[config.mk]
export PLATFORM = sky130hd
export DESIGN_NAME = clock_display_top
export DESIGN_NICKNAME = d
export VERILOG_FILES = /design/src/clock_display_pkg.sv /design/src/clock_display_top.sv /design/src/digit_composer.sv /design/src/time_editor.sv /design/src/wb_mode_regs.sv
export VERILOG_INCLUDE_DIRS = /design/src /design/src/src
export SDC_FILE = /design/constraint.sdc
export NUM_CORES = 1
export LEC_CHECK = 0
export BUFFER_PORTS_ARGS = -buffer_cell sky130_fd_sc_hd__buf_4
export CAP_MARGIN = 0
export CORE_MARGIN = 2
export CORE_UTILIZATION = 46
export CTS_CLUSTER_DIAMETER = 80
export DETAILED_ROUTE_END_ITERATION = 12
export MAX_ROUTING_LAYER = met4
export PLACE_DENSITY_LB_ADDON = 0.25
export SLEW_MARGIN = 20
export SYNTH_ARGS = -nofsm -noshare
export SYNTH_HDL_FRONTEND = slang
export SYNTH_SLANG_ARGS = --single-unit
[constraint.sdc]
create_clock -name clk -period 2.2 [get_ports clk]
set_input_delay 0.22 -clock clk [delete_from_list [all_inputs] [get_ports clk]]
set_output_delay 0.22 -clock clk [all_outputs]
set_load 0.005 [all_outputs]
[src/clock_display_macros.svh]
`ifndef CLOCK_DISPLAY_MACROS_SVH
`define CLOCK_DISPLAY_MACROS_SVH

// display geometry
`define CD_DIGITS 8
`define CD_DIGIT_W 4
`define CD_LED_W 6  // blink, dot, digit

// digit code shown between the time fields
`define CD_SEP_CODE 4'd10

// wishbone register map
`define CD_WB_DATA_W 32
`define CD_WB_ADDR_W 2
`define CD_REG_MODE 2'd0
`define CD_REG_EDIT 2'd1

`endif

[src/clock_display_pkg.sv]
`include "clock_display_macros.svh"

package clock_display_pkg;

  typedef enum logic [1:0] {
    MODE_SHOW      = 2'd0,
    MODE_EDIT_SEC  = 2'd1,
    MODE_EDIT_MIN  = 2'd2,
    MODE_EDIT_HOUR = 2'd3
  } mode_e;

  // two bcd digits, tens in the upper nibble
  typedef logic [2*`CD_DIGIT_W-1:0] bcd2_t;

  // bcd increment that rolls over to zero after limit
  function automatic bcd2_t bcd_wrap_inc(bcd2_t value, bcd2_t limit);
    bcd2_t result;
    if (value == limit) begin
      result = '0;
    end else if (value[`CD_DIGIT_W-1:0] == 4'd9) begin
      result = {value[2*`CD_DIGIT_W-1:`CD_DIGIT_W] + 4'd1, 4'd0};  // carry into tens
    end else begin
      result = value + 8'd1;
    end
    return result;
  endfunction

endpackage

[src/clock_display_top.sv]
`include "clock_display_macros.svh"

module clock_display_top (
  input  logic                     clk,
  input  logic                     rst_n,
  input  logic                     wb_cyc,
  input  logic                     wb_stb,
  input  logic                     wb_we,
  input  logic [`CD_WB_ADDR_W-1:0] wb_adr,
  input  logic [`CD_WB_DATA_W-1:0] wb_dat_i,
  output logic [`CD_WB_DATA_W-1:0] wb_dat_o,
  output logic                     wb_ack,
  input  clock_display_pkg::bcd2_t live_hour,
  input  clock_display_pkg::bcd2_t live_min,
  input  clock_display_pkg::bcd2_t live_sec,
  input  logic                     down_btn,  // active low
  output logic [`CD_LED_W-1:0]     led0,
  output logic [`CD_LED_W-1:0]     led1,
  output logic [`CD_LED_W-1:0]     led2,
  output logic [`CD_LED_W-1:0]     led3,
  output logic [`CD_LED_W-1:0]     led4,
  output logic [`CD_LED_W-1:0]     led5,
  output logic [`CD_LED_W-1:0]     led6,
  output logic [`CD_LED_W-1:0]     led7,
  output logic                     set_time,
  output clock_display_pkg::bcd2_t set_hour,
  output clock_display_pkg::bcd2_t set_min,
  output clock_display_pkg::bcd2_t set_sec
);

  clock_display_pkg::mode_e mode;
  clock_display_pkg::bcd2_t edit_hour;
  clock_display_pkg::bcd2_t edit_min;
  clock_display_pkg::bcd2_t edit_sec;

  wb_mode_regs wb_mode_regs_i (
    .clk       (clk),
    .rst_n     (rst_n),
    .wb_cyc    (wb_cyc),
    .wb_stb    (wb_stb),
    .wb_we     (wb_we),
    .wb_adr    (wb_adr),
    .wb_dat_i  (wb_dat_i),
    .wb_dat_o  (wb_dat_o),
    .wb_ack    (wb_ack),
    .mode      (mode),
    .edit_hour (edit_hour),
    .edit_min  (edit_min),
    .edit_sec  (edit_sec)
  );

  time_editor time_editor_i (
    .clk       (clk),
    .rst_n     (rst_n),
    .mode      (mode),
    .down_btn  (down_btn),
    .live_hour (live_hour),
    .live_min  (live_min),
    .live_sec  (live_sec),
    .edit_hour (edit_hour),
    .edit_min  (edit_min),
    .edit_sec  (edit_sec),
    .set_time  (set_time),
    .set_hour  (set_hour),
    .set_min   (set_min),
    .set_sec   (set_sec)
  );

  digit_composer digit_composer_i (
    .clk       (clk),
    .rst_n     (rst_n),
    .mode      (mode),
    .live_hour (live_hour),
    .live_min  (live_min),
    .live_sec  (live_sec),
    .edit_hour (edit_hour),
    .edit_min  (edit_min),
    .edit_sec  (edit_sec),
    .led0      (led0),
    .led1      (led1),
    .led2      (led2),
    .led3      (led3),
    .led4      (led4),
    .led5      (led5),
    .led6      (led6),
    .led7      (led7)
  );

endmodule

[src/digit_composer.sv]
`include "clock_display_macros.svh"

module digit_composer (
  input  logic                     clk,
  input  logic                     rst_n,
  input  clock_display_pkg::mode_e mode,
  input  clock_display_pkg::bcd2_t live_hour,
  input  clock_display_pkg::bcd2_t live_min,
  input  clock_display_pkg::bcd2_t live_sec,
  input  clock_display_pkg::bcd2_t edit_hour,
  input  clock_display_pkg::bcd2_t edit_min,
  input  clock_display_pkg::bcd2_t edit_sec,
  output logic [`CD_LED_W-1:0]     led0,
  output logic [`CD_LED_W-1:0]     led1,
  output logic [`CD_LED_W-1:0]     led2,
  output logic [`CD_LED_W-1:0]     led3,
  output logic [`CD_LED_W-1:0]     led4,
  output logic [`CD_LED_W-1:0]     led5,
  output logic [`CD_LED_W-1:0]     led6,
  output logic [`CD_LED_W-1:0]     led7
);

  clock_display_pkg::bcd2_t                       hour_src;
  clock_display_pkg::bcd2_t                       min_src;
  clock_display_pkg::bcd2_t                       sec_src;
  logic [`CD_DIGITS-1:0][`CD_DIGIT_W-1:0]         digit_d;
  logic [`CD_DIGITS-1:0][`CD_DIGIT_W-1:0]         digit_q;
  logic [`CD_DIGITS-1:0]                          blink_d;
  logic [`CD_DIGITS-1:0]                          blink_q;

  always_comb begin
    if (mode == clock_display_pkg::MODE_SHOW) begin
      hour_src = live_hour;
      min_src  = live_min;
      sec_src  = live_sec;
    end else begin
      hour_src = edit_hour;
      min_src  = edit_min;
      sec_src  = edit_sec;
    end
  end

  // hh-mm-ss from position 7 down
  assign digit_d = {hour_src, `CD_SEP_CODE, min_src, `CD_SEP_CODE, sec_src};

  always_comb begin
    case (mode)
      clock_display_pkg::MODE_EDIT_SEC:  blink_d = 8'b0000_0011;
      clock_display_pkg::MODE_EDIT_MIN:  blink_d = 8'b0001_1000;
      clock_display_pkg::MODE_EDIT_HOUR: blink_d = 8'b1100_0000;
      default:                           blink_d = '0;
    endcase
  end

  // digit stage
  always_ff @(posedge clk or negedge rst_n) begin
    if (!rst_n) begin
      digit_q <= '0;
      blink_q <= '0;
    end else begin
      digit_q <= digit_d;
      blink_q <= blink_d;
    end
  end

  // output stage, word is {blink, dot, digit}
  // time modes only, so every dot is lit
  always_ff @(posedge clk or negedge rst_n) begin
    if (!rst_n) begin
      led0 <= '0;
      led1 <= '0;
      led2 <= '0;
      led3 <= '0;
      led4 <= '0;
      led5 <= '0;
      led6 <= '0;
      led7 <= '0;
    end else begin
      led0 <= {blink_q[0], 1'b1, digit_q[0]};
      led1 <= {blink_q[1], 1'b1, digit_q[1]};
      led2 <= {blink_q[2], 1'b1, digit_q[2]};
      led3 <= {blink_q[3], 1'b1, digit_q[3]};
      led4 <= {blink_q[4], 1'b1, digit_q[4]};
      led5 <= {blink_q[5], 1'b1, digit_q[5]};
      led6 <= {blink_q[6], 1'b1, digit_q[6]};
      led7 <= {blink_q[7], 1'b1, digit_q[7]};
    end
  end

endmodule

[src/time_editor.sv]
`include "clock_display_macros.svh"

module time_editor (
  input  logic                     clk,
  input  logic                     rst_n,
  input  clock_display_pkg::mode_e mode,
  input  logic                     down_btn,  // active low
  input  clock_display_pkg::bcd2_t live_hour,
  input  clock_display_pkg::bcd2_t live_min,
  input  clock_display_pkg::bcd2_t live_sec,
  output clock_display_pkg::bcd2_t edit_hour,
  output clock_display_pkg::bcd2_t edit_min,
  output clock_display_pkg::bcd2_t edit_sec,
  output logic                     set_time,
  output clock_display_pkg::bcd2_t set_hour,
  output clock_display_pkg::bcd2_t set_min,
  output clock_display_pkg::bcd2_t set_sec
);

  localparam clock_display_pkg::bcd2_t SEC_LIMIT  = 8'h59;
  localparam clock_display_pkg::bcd2_t MIN_LIMIT  = 8'h59;
  localparam clock_display_pkg::bcd2_t HOUR_LIMIT = 8'h23;

  logic [1:0]               btn_q;
  logic                     press;
  clock_display_pkg::mode_e mode_q;
  logic                     commit_det;
  logic                     commit_q;

  // button sampling, idle level is high
  always_ff @(posedge clk or negedge rst_n) begin
    if (!rst_n) begin
      btn_q <= 2'b11;
    end else begin
      btn_q <= {btn_q[0], down_btn};
    end
  end

  assign press = (btn_q == 2'b10);  // high to low

  // edit fields follow the live time outside the edit modes
  always_ff @(posedge clk) begin
    if (mode == clock_display_pkg::MODE_SHOW) begin
      edit_hour <= live_hour;
      edit_min  <= live_min;
      edit_sec  <= live_sec;
    end else if (press) begin
      case (mode)
        clock_display_pkg::MODE_EDIT_SEC: begin
          edit_sec <= clock_display_pkg::bcd_wrap_inc(edit_sec, SEC_LIMIT);
        end
        clock_display_pkg::MODE_EDIT_MIN: begin
          edit_min <= clock_display_pkg::bcd_wrap_inc(edit_min, MIN_LIMIT);
        end
        clock_display_pkg::MODE_EDIT_HOUR: begin
          edit_hour <= clock_display_pkg::bcd_wrap_inc(edit_hour, HOUR_LIMIT);
        end
        default: begin
          edit_sec <= edit_sec;
        end
      endcase
    end
  end

  // leaving an edit mode for show mode
  assign commit_det = (mode == clock_display_pkg::MODE_SHOW) &&
                      (mode_q != clock_display_pkg::MODE_SHOW);

  always_ff @(posedge clk or negedge rst_n) begin
    if (!rst_n) begin
      mode_q   <= clock_display_pkg::MODE_SHOW;
      commit_q <= 1'b0;
      set_time <= 1'b0;
    end else begin
      mode_q   <= mode;
      commit_q <= commit_det;
      set_time <= commit_q;  // strobe two edges after the mode write
    end
  end

  // edit regs still hold the edited time on this edge
  always_ff @(posedge clk) begin
    if (commit_det) begin
      set_hour <= edit_hour;
      set_min  <= edit_min;
      set_sec  <= edit_sec;
    end
  end

endmodule

[src/wb_mode_regs.sv]
`include "clock_display_macros.svh"

module wb_mode_regs (
  input  logic                         clk,
  input  logic                         rst_n,
  input  logic                         wb_cyc,
  input  logic                         wb_stb,
  input  logic                         wb_we,
  input  logic [`CD_WB_ADDR_W-1:0]     wb_adr,
  input  logic [`CD_WB_DATA_W-1:0]     wb_dat_i,
  output logic [`CD_WB_DATA_W-1:0]     wb_dat_o,
  output logic                         wb_ack,
  output clock_display_pkg::mode_e     mode,
  input  clock_display_pkg::bcd2_t     edit_hour,
  input  clock_display_pkg::bcd2_t     edit_min,
  input  clock_display_pkg::bcd2_t     edit_sec
);

  logic                     access;
  logic [`CD_WB_DATA_W-1:0] rd_data;

  // new request, not yet acknowledged
  assign access = wb_cyc & wb_stb & ~wb_ack;

  always_comb begin
    rd_data = '0;  // unmapped reads return zero
    case (wb_adr)
      `CD_REG_MODE: begin
        rd_data = {{(`CD_WB_DATA_W-2){1'b0}}, mode};
      end
      `CD_REG_EDIT: begin
        rd_data = {{(`CD_WB_DATA_W-24){1'b0}}, edit_hour, edit_min, edit_sec};
      end
      default: begin
        rd_data = '0;
      end
    endcase
  end

  always_ff @(posedge clk or negedge rst_n) begin
    if (!rst_n) begin
      wb_ack <= 1'b0;
      mode   <= clock_display_pkg::MODE_SHOW;
    end else begin
      wb_ack <= access;  // single cycle ack
      if (access && wb_we && (wb_adr == `CD_REG_MODE)) begin
        mode <= clock_display_pkg::mode_e'(wb_dat_i[1:0]);
      end
    end
  end

  // read data sampled with the ack
  always_ff @(posedge clk) begin
    if (access && !wb_we) begin
      wb_dat_o <= rd_data;
    end else if (access) begin
      wb_dat_o <= '0;
    end
  end

endmodule

# After elaboration in Yosys (flattened, before gate mapping)
# Cells that the tools add are included.
# word_totals
register_bits	166
output_inout_bits	106
wordCells	87
# classes
add_sub_neg	6
n_eq_ne	11
n_mux	22
n_bitwise	3
reduce_logical	16
# ops
cell	count
2-to-1 mux 8 bit	18
2-to-1 mux 32 bit	2
one-hot mux 24 bit (2 select lines)	1
adder 8 x 1 -> 8 bit (second input constant)	3
one-hot mux 8 bit (3 select lines)	1
equality test 8 x 7 -> 1 bit (second input constant)	2
adder 4 x 1 -> 4 bit (second input constant)	3
equality test 4 bit (second input constant)	3
nonzero test 2 bit	6
equality test 8 x 6 -> 1 bit (second input constant)	1
equality test 2 bit (second input constant)	3
AND reduction 2 bit	3
equality test 2 x 1 -> 1 bit (second input constant)	2
logical AND 1 bit	4
logical NOT 2 bit	2
AND 1 bit	2
logical NOT 1 bit	1
inverter 1 bit	1

# Logic depth before layout (Yosys ltp)
# logic_depth
word_depth	6
ltp_mapped	6
mapped_depth_nobuf	6

# Hierarchy
# Synthesis repeated with hierarchy kept, for this count alone.
# unflattened
cells_unflattened	391
area_unflattened_um2	5644.2
# modules_own_cells
module	instances	cells_each	area_each_um2	seq_area_each_um2
time_editor	1	210	2640.0	1594.0
digit_composer	1	108	1888.1	1401.3
wb_mode_regs	1	73	1116.1	795.8

# Least setup slack after synthesis
# No wires, ideal clock.
# synth_timing
path_type	reg2reg
start	register wb_mode_regs_i.mode[0]
end	register time_editor_i.set_hour[0], enable pin
setup_ps	383
arrival_ps	1853
t_required_ps	1817
setup_slack_ps	-36
stages_incl_launch_ff	6
n_path_buf	2
path_cell_list	dfrtp_1 inv_1 ha_1 buf_2 clkbuf_1 o21a_1
# synth_via
elab_chain_len	2
# synth_rtl
item	line_no	rtl
start, declared	wb_mode_regs.sv:13	output clock_display_pkg::mode_e mode,
start signal, assigned	wb_mode_regs.sv:43	mode <= clock_display_pkg::MODE_SHOW;
start signal, assigned	wb_mode_regs.sv:47	mode <= clock_display_pkg::mode_e'(wb_dat_i[1:0]);
logical NOT 2 bit	time_editor.sv:66	assign commit_det = (mode == clock_display_pkg::MODE_SHOW) &&
logical AND 1 bit	time_editor.sv:66	
net time_editor_i.commit_det	time_editor.sv:27	logic commit_det;
end signal, assigned	time_editor.sv:84	set_hour <= edit_hour;
end, declared	time_editor.sv:15	output clock_display_pkg::bcd2_t set_hour,
# The timed path passes the listed nets, and every way through them passes these cells.
# A chain may end at the register's enable or synchronous reset.

# Worst setup path in the final report
# layout_timing
start	register time_editor_i.edit_min[1]
end	register time_editor_i.edit_min[6], data pin
# layout_via
elab_chain_len	6
elab_cells_between_ends	8
# layout_rtl
item	line_no	rtl
start, declared	time_editor.sv:12	output clock_display_pkg::bcd2_t edit_min,
start signal, assigned	time_editor.sv:45	edit_min <= live_min;
start signal, assigned	time_editor.sv:53	edit_min <= clock_display_pkg::bcd_wrap_inc(edit_min, MIN_LIMIT);
adder 8 x 1 -> 8 bit or equality test 4 bit (tied branches)	clock_display_pkg.sv:23, clock_display_pkg.sv:20	
2-to-1 mux 8 bit	clock_display_pkg.sv:20	end else if (value[`CD_DIGIT_W-1:0] == 4'd9) begin
2-to-1 mux 8 bit *	clock_display_pkg.sv:18	if (value == limit) begin
2-to-1 mux 8 bit *	time_editor.sv:48	case (mode)
2-to-1 mux 8 bit *	time_editor.sv:47	end else if (press) begin
2-to-1 mux 8 bit *	time_editor.sv:43	if (mode == clock_display_pkg::MODE_SHOW) begin
# Mark *: on every way between the ends. The rest lies on a longest branch, timed or not. The select of a mux whose other input is x is not followed.

==> results_dict.tcl <==
set metrics [dict create \
    status "finished clean" \
    ant_nets 0 \
    dp_slack_ns 0.341 \
    final_core_util 0.595 \
    synth.distinct_cells 45 \
    ys_async_sr_fraction 0.474 \
    worst-setup-path-type "reg -> reg" \
    via_per_inst 4.87 \
    num_vias 3366 \
    regArea_um2 3790 \
    fmax_ghz 0.529 \
    drt_wl_total_mm 11.3 \
    dp_hpwl_mm 7.53 \
    clk_latency_ns 0.41 \
    ys.flop_type "edfxtp_1" \
    reg2reg_from "time_editor_i.edit_min[1]$_DFFE_PP_" \
    timing.rr.end "time_editor_i.edit_min[6]$_DFFE_PP_" \
    routedWlPerCell_um 16.4 \
    peakVddDrop_mv 0.586 \
    coreArea_um2 11900 \
    hold_class "in -> reg" \
    clock_path_buffers 2 \
    cts_resized 0 \
    synth_edf_count 72 \
    nNetsFinal 612 \
    initial_core_util 0.466 \
    required_ns 2.33 \
    setup_tns_ns 0 \
    hold_ws_ns 0.0458 \
    grt.overflow.total 0 \
    multi_input_comb_area_um2 1430 \
    finalClockSkew_ns 0.0150 \
    drt_iter0_markers 206 \
    io_buffer_count 125 \
    syn_area_per_cell_um2 13.7 \
    final_cell_area_um2 7080 \
    drv_cap 0 \
    max-slew-margin-rel 0.440 \
    most-common-layout-cells "buf_4, edfxtp_1, dfrtp_1, o21ai_0, nand2_1" \
    num_rows 40 \
    fp.dieArea_um2 13000 \
    drc 0 \
    root_buffer "clkbuf_16" \
    worst_setup_path_end_kind "flip-flop" \
    layout_setup_ws_ns 0.308 \
    synth_area_um2 5560 \
    placed_cells 657 \
    startpoint_type "flip-flop" \
    finalHoldViolCount 0 \
    grt_pass1_wl_mm 17.6 \
    powerDensity_nw_per_um2 1200 \
    cts_num_sinks 137 \
    place_congestion 0.835 \
    io_pins 170 \
    reg2reg_depth 6 \
    leakage_nw 3.07 \
    power_mw 8.48 \
    nFillCells 969 \
    finalMaxSlewViolations 0 \
    grt_util_met2 0.293 \
    yosysWarnings 0 \
    grt_start_max_net_pins 66 \
    fin_crit_sh 0.860 \
    die_h_um 114 \
    grt.total_usage 0.186 \
    cts_tree "done" \
    synth_seq_area_share 0.682 \
    htreeDepth 4 \
    antenna_found_initial 0 \
    top_usage_layer "met2" \
    postPlaceCellArea_um2 6520 \
    tightest_slew_ns 0.840 \
    cts_buffers 17 \
    period_needed_ns 1.89 \
    crit_arrival_ns 2.02 \
    setup_viol 0 \
    drt-pass1-iter-count 4 \
    stdcell_count 691 \
    final_common_cell "buf_4" \
    syn-instance-count 405 \
    grt_use_met1 0.237 \
    insertedDiodeCount 0 \
    rsz0062_at_grt "no" \
    dieWidth_um 114 \
    synthToLayoutAreaGrowth_pct 27.5 \
    clk_pin_slew_worst_paths_ns 0.06 \
    crit_start "time_editor_i.edit_min[1]$_DFFE_PP_" \
    crit_fanout 4 \
    grtUsageMet3 0.0537 \
    worstSetupEndpoint "time_editor_i.edit_min[6]$_DFFE_PP_" \
    ys_seq_elements 137 \
    drive_gt1_frac 0.366 \
    ff2ff_setup_slack_ns 0.31 \
    first_global_vias 3357 \
]
[what timing repair did]
item                      CTS  global route
hold endpoints to repair   64             0
hold buffers                2             0
setup buffers               0             0
[worst min-delay path by stage]
stage,slack (ns),to,cells past startpoint,start
global placement,0.33,time_editor_i.set_time$_DFF_PN0_,0,time_editor_i.commit_q$_DFF_PN0_
detailed placement,0.33,time_editor_i.btn_q[0]$_DFF_PN1_,1,down_btn
finish,0.05,digit_composer_i.digit_q[30]$_DFF_PN0_,3,live_hour[6]
floorplan,-0.08,digit_composer_i.blink_q[1]$_DFF_PN0_,0,rst_n
CTS,0.02,digit_composer_i.digit_q[30]$_DFF_PN0_,3,live_hour[6]
global route,0.04,wb_mode_regs_i.mode[0]$_DFFE_PN0P_,2,wb_dat_i[0]
[synthesized netlist by cell type (2+ instances only)]
| cell type | count | area share |
|---|---|---|
| dfrtp_1 | 63 | 0.28 |
| nand2b_1 | 2 | 0.0023 |
| mux2i_1 | 3 | 0.0054 |
| a21oi_1 | 4 | 0.0036 |
| o21a_1 | 2 | 0.0027 |
| conb_1 | 2 | 0.0014 |
| clkbuf_1 | 5 | 0.0034 |
| a21o_1 | 2 | 0.0027 |
| o211ai_1 | 2 | 0.0027 |
| nand4_1 | 2 | 0.0023 |
| buf_6 | 2 | 0.0041 |
| o21ai_0 | 45 | 0.041 |
| ha_1 | 17 | 0.038 |
| dfstp_2 | 2 | 0.0095 |
| nor3_1 | 4 | 0.0036 |
| or4_1 | 2 | 0.0027 |
| nor2b_1 | 2 | 0.0023 |
| nor3_2 | 18 | 0.032 |
| nor2_1 | 9 | 0.0061 |
| buf_4 | 29 | 0.039 |
| xnor2_1 | 15 | 0.024 |
| nand2_1 | 36 | 0.024 |
| mux2_2 | 5 | 0.010 |
| buf_2 | 3 | 0.0027 |
| edfxtp_1 | 72 | 0.39 |
| nand3_1 | 8 | 0.0072 |
| nand3_2 | 2 | 0.0036 |
| inv_1 | 28 | 0.019 |
| buf_1 | 3 | 0.0020 |
[worst max-delay path: stages, from the launching register on]
cell	delay, ns
edfxtp_1	0.44
inv_1	0.13
ha_1	0.19
and2b_2	0.18
nand2_1	0.09
o21ai_0	0.42
o21ai_0	0.18
[layout make-up]
class / count / area share
sequential: 137 / 0.535
clock inverter: 7 / 0.00583
timing repair buffer: 136 / 0.145
multi-input combinational: 211 / 0.202
tap: 147 / 0.0260
inverter: 28 / 0.0148
clock buffer: 25 / 0.0715
[routing by layer]
layer	part of all wire	vias up	wire length [um]
met5	0	-	0
met4	0.0031	0	35
met3	0.064	2	724
met2	0.48	120	5400
met1	0.46	1636	5160
li1	-	1608	-
[cell families (layout without fill, tap and decap cells)]
group / after synthesis / after routing / synth area share
multiplexers: 8 / 8 / 0.0155
AO/OA/AOI/OAI: 63 / 63 / 0.0696
adder cells (fa/ha/maj): 17 / 17 / 0.0383
XOR/XNOR: 15 / 15 / 0.0236
flip-flops: 137 / 137 / 0.682
AND/OR/NAND/NOR: 93 / 93 / 0.0989
other: 2 / 15 / 0.00135
buffers and inverters: 70 / 196 / 0.0703
[report_power, final]
group | internal [mW] | leakage, nW | total [mW] | switching, mW
combinational | 0.888 | 1.32 | 1.92 | 1.03
clock | 1.59 | 0.267 | 2.60 | 1.00
sequential | 3.53 | 1.48 | 3.97 | 0.432
total | 6.01 | 3.07 | 8.48 | 2.47
[state kept, by name, indices dropped and copies added, names as in the netlist, 2 cells and up]
register	count
digit_composer_i.led0	6
time_editor_i.edit_sec	8
time_editor_i.edit_hour	8
time_editor_i.set_hour	8
digit_composer_i.led7	4
time_editor_i.set_min	8
digit_composer_i.blink_q	3
wb_mode_regs_i.wb_dat_o	24
wb_mode_regs_i.mode	2
digit_composer_i.led4	4
digit_composer_i.digit_q	24
digit_composer_i.led1	4
time_editor_i.btn_q	2
digit_composer_i.led6	5
time_editor_i.set_sec	8
time_editor_i.edit_min	8
digit_composer_i.led3	5
time_editor_i.mode_q	2
Power figures use the tool's default switching activity.
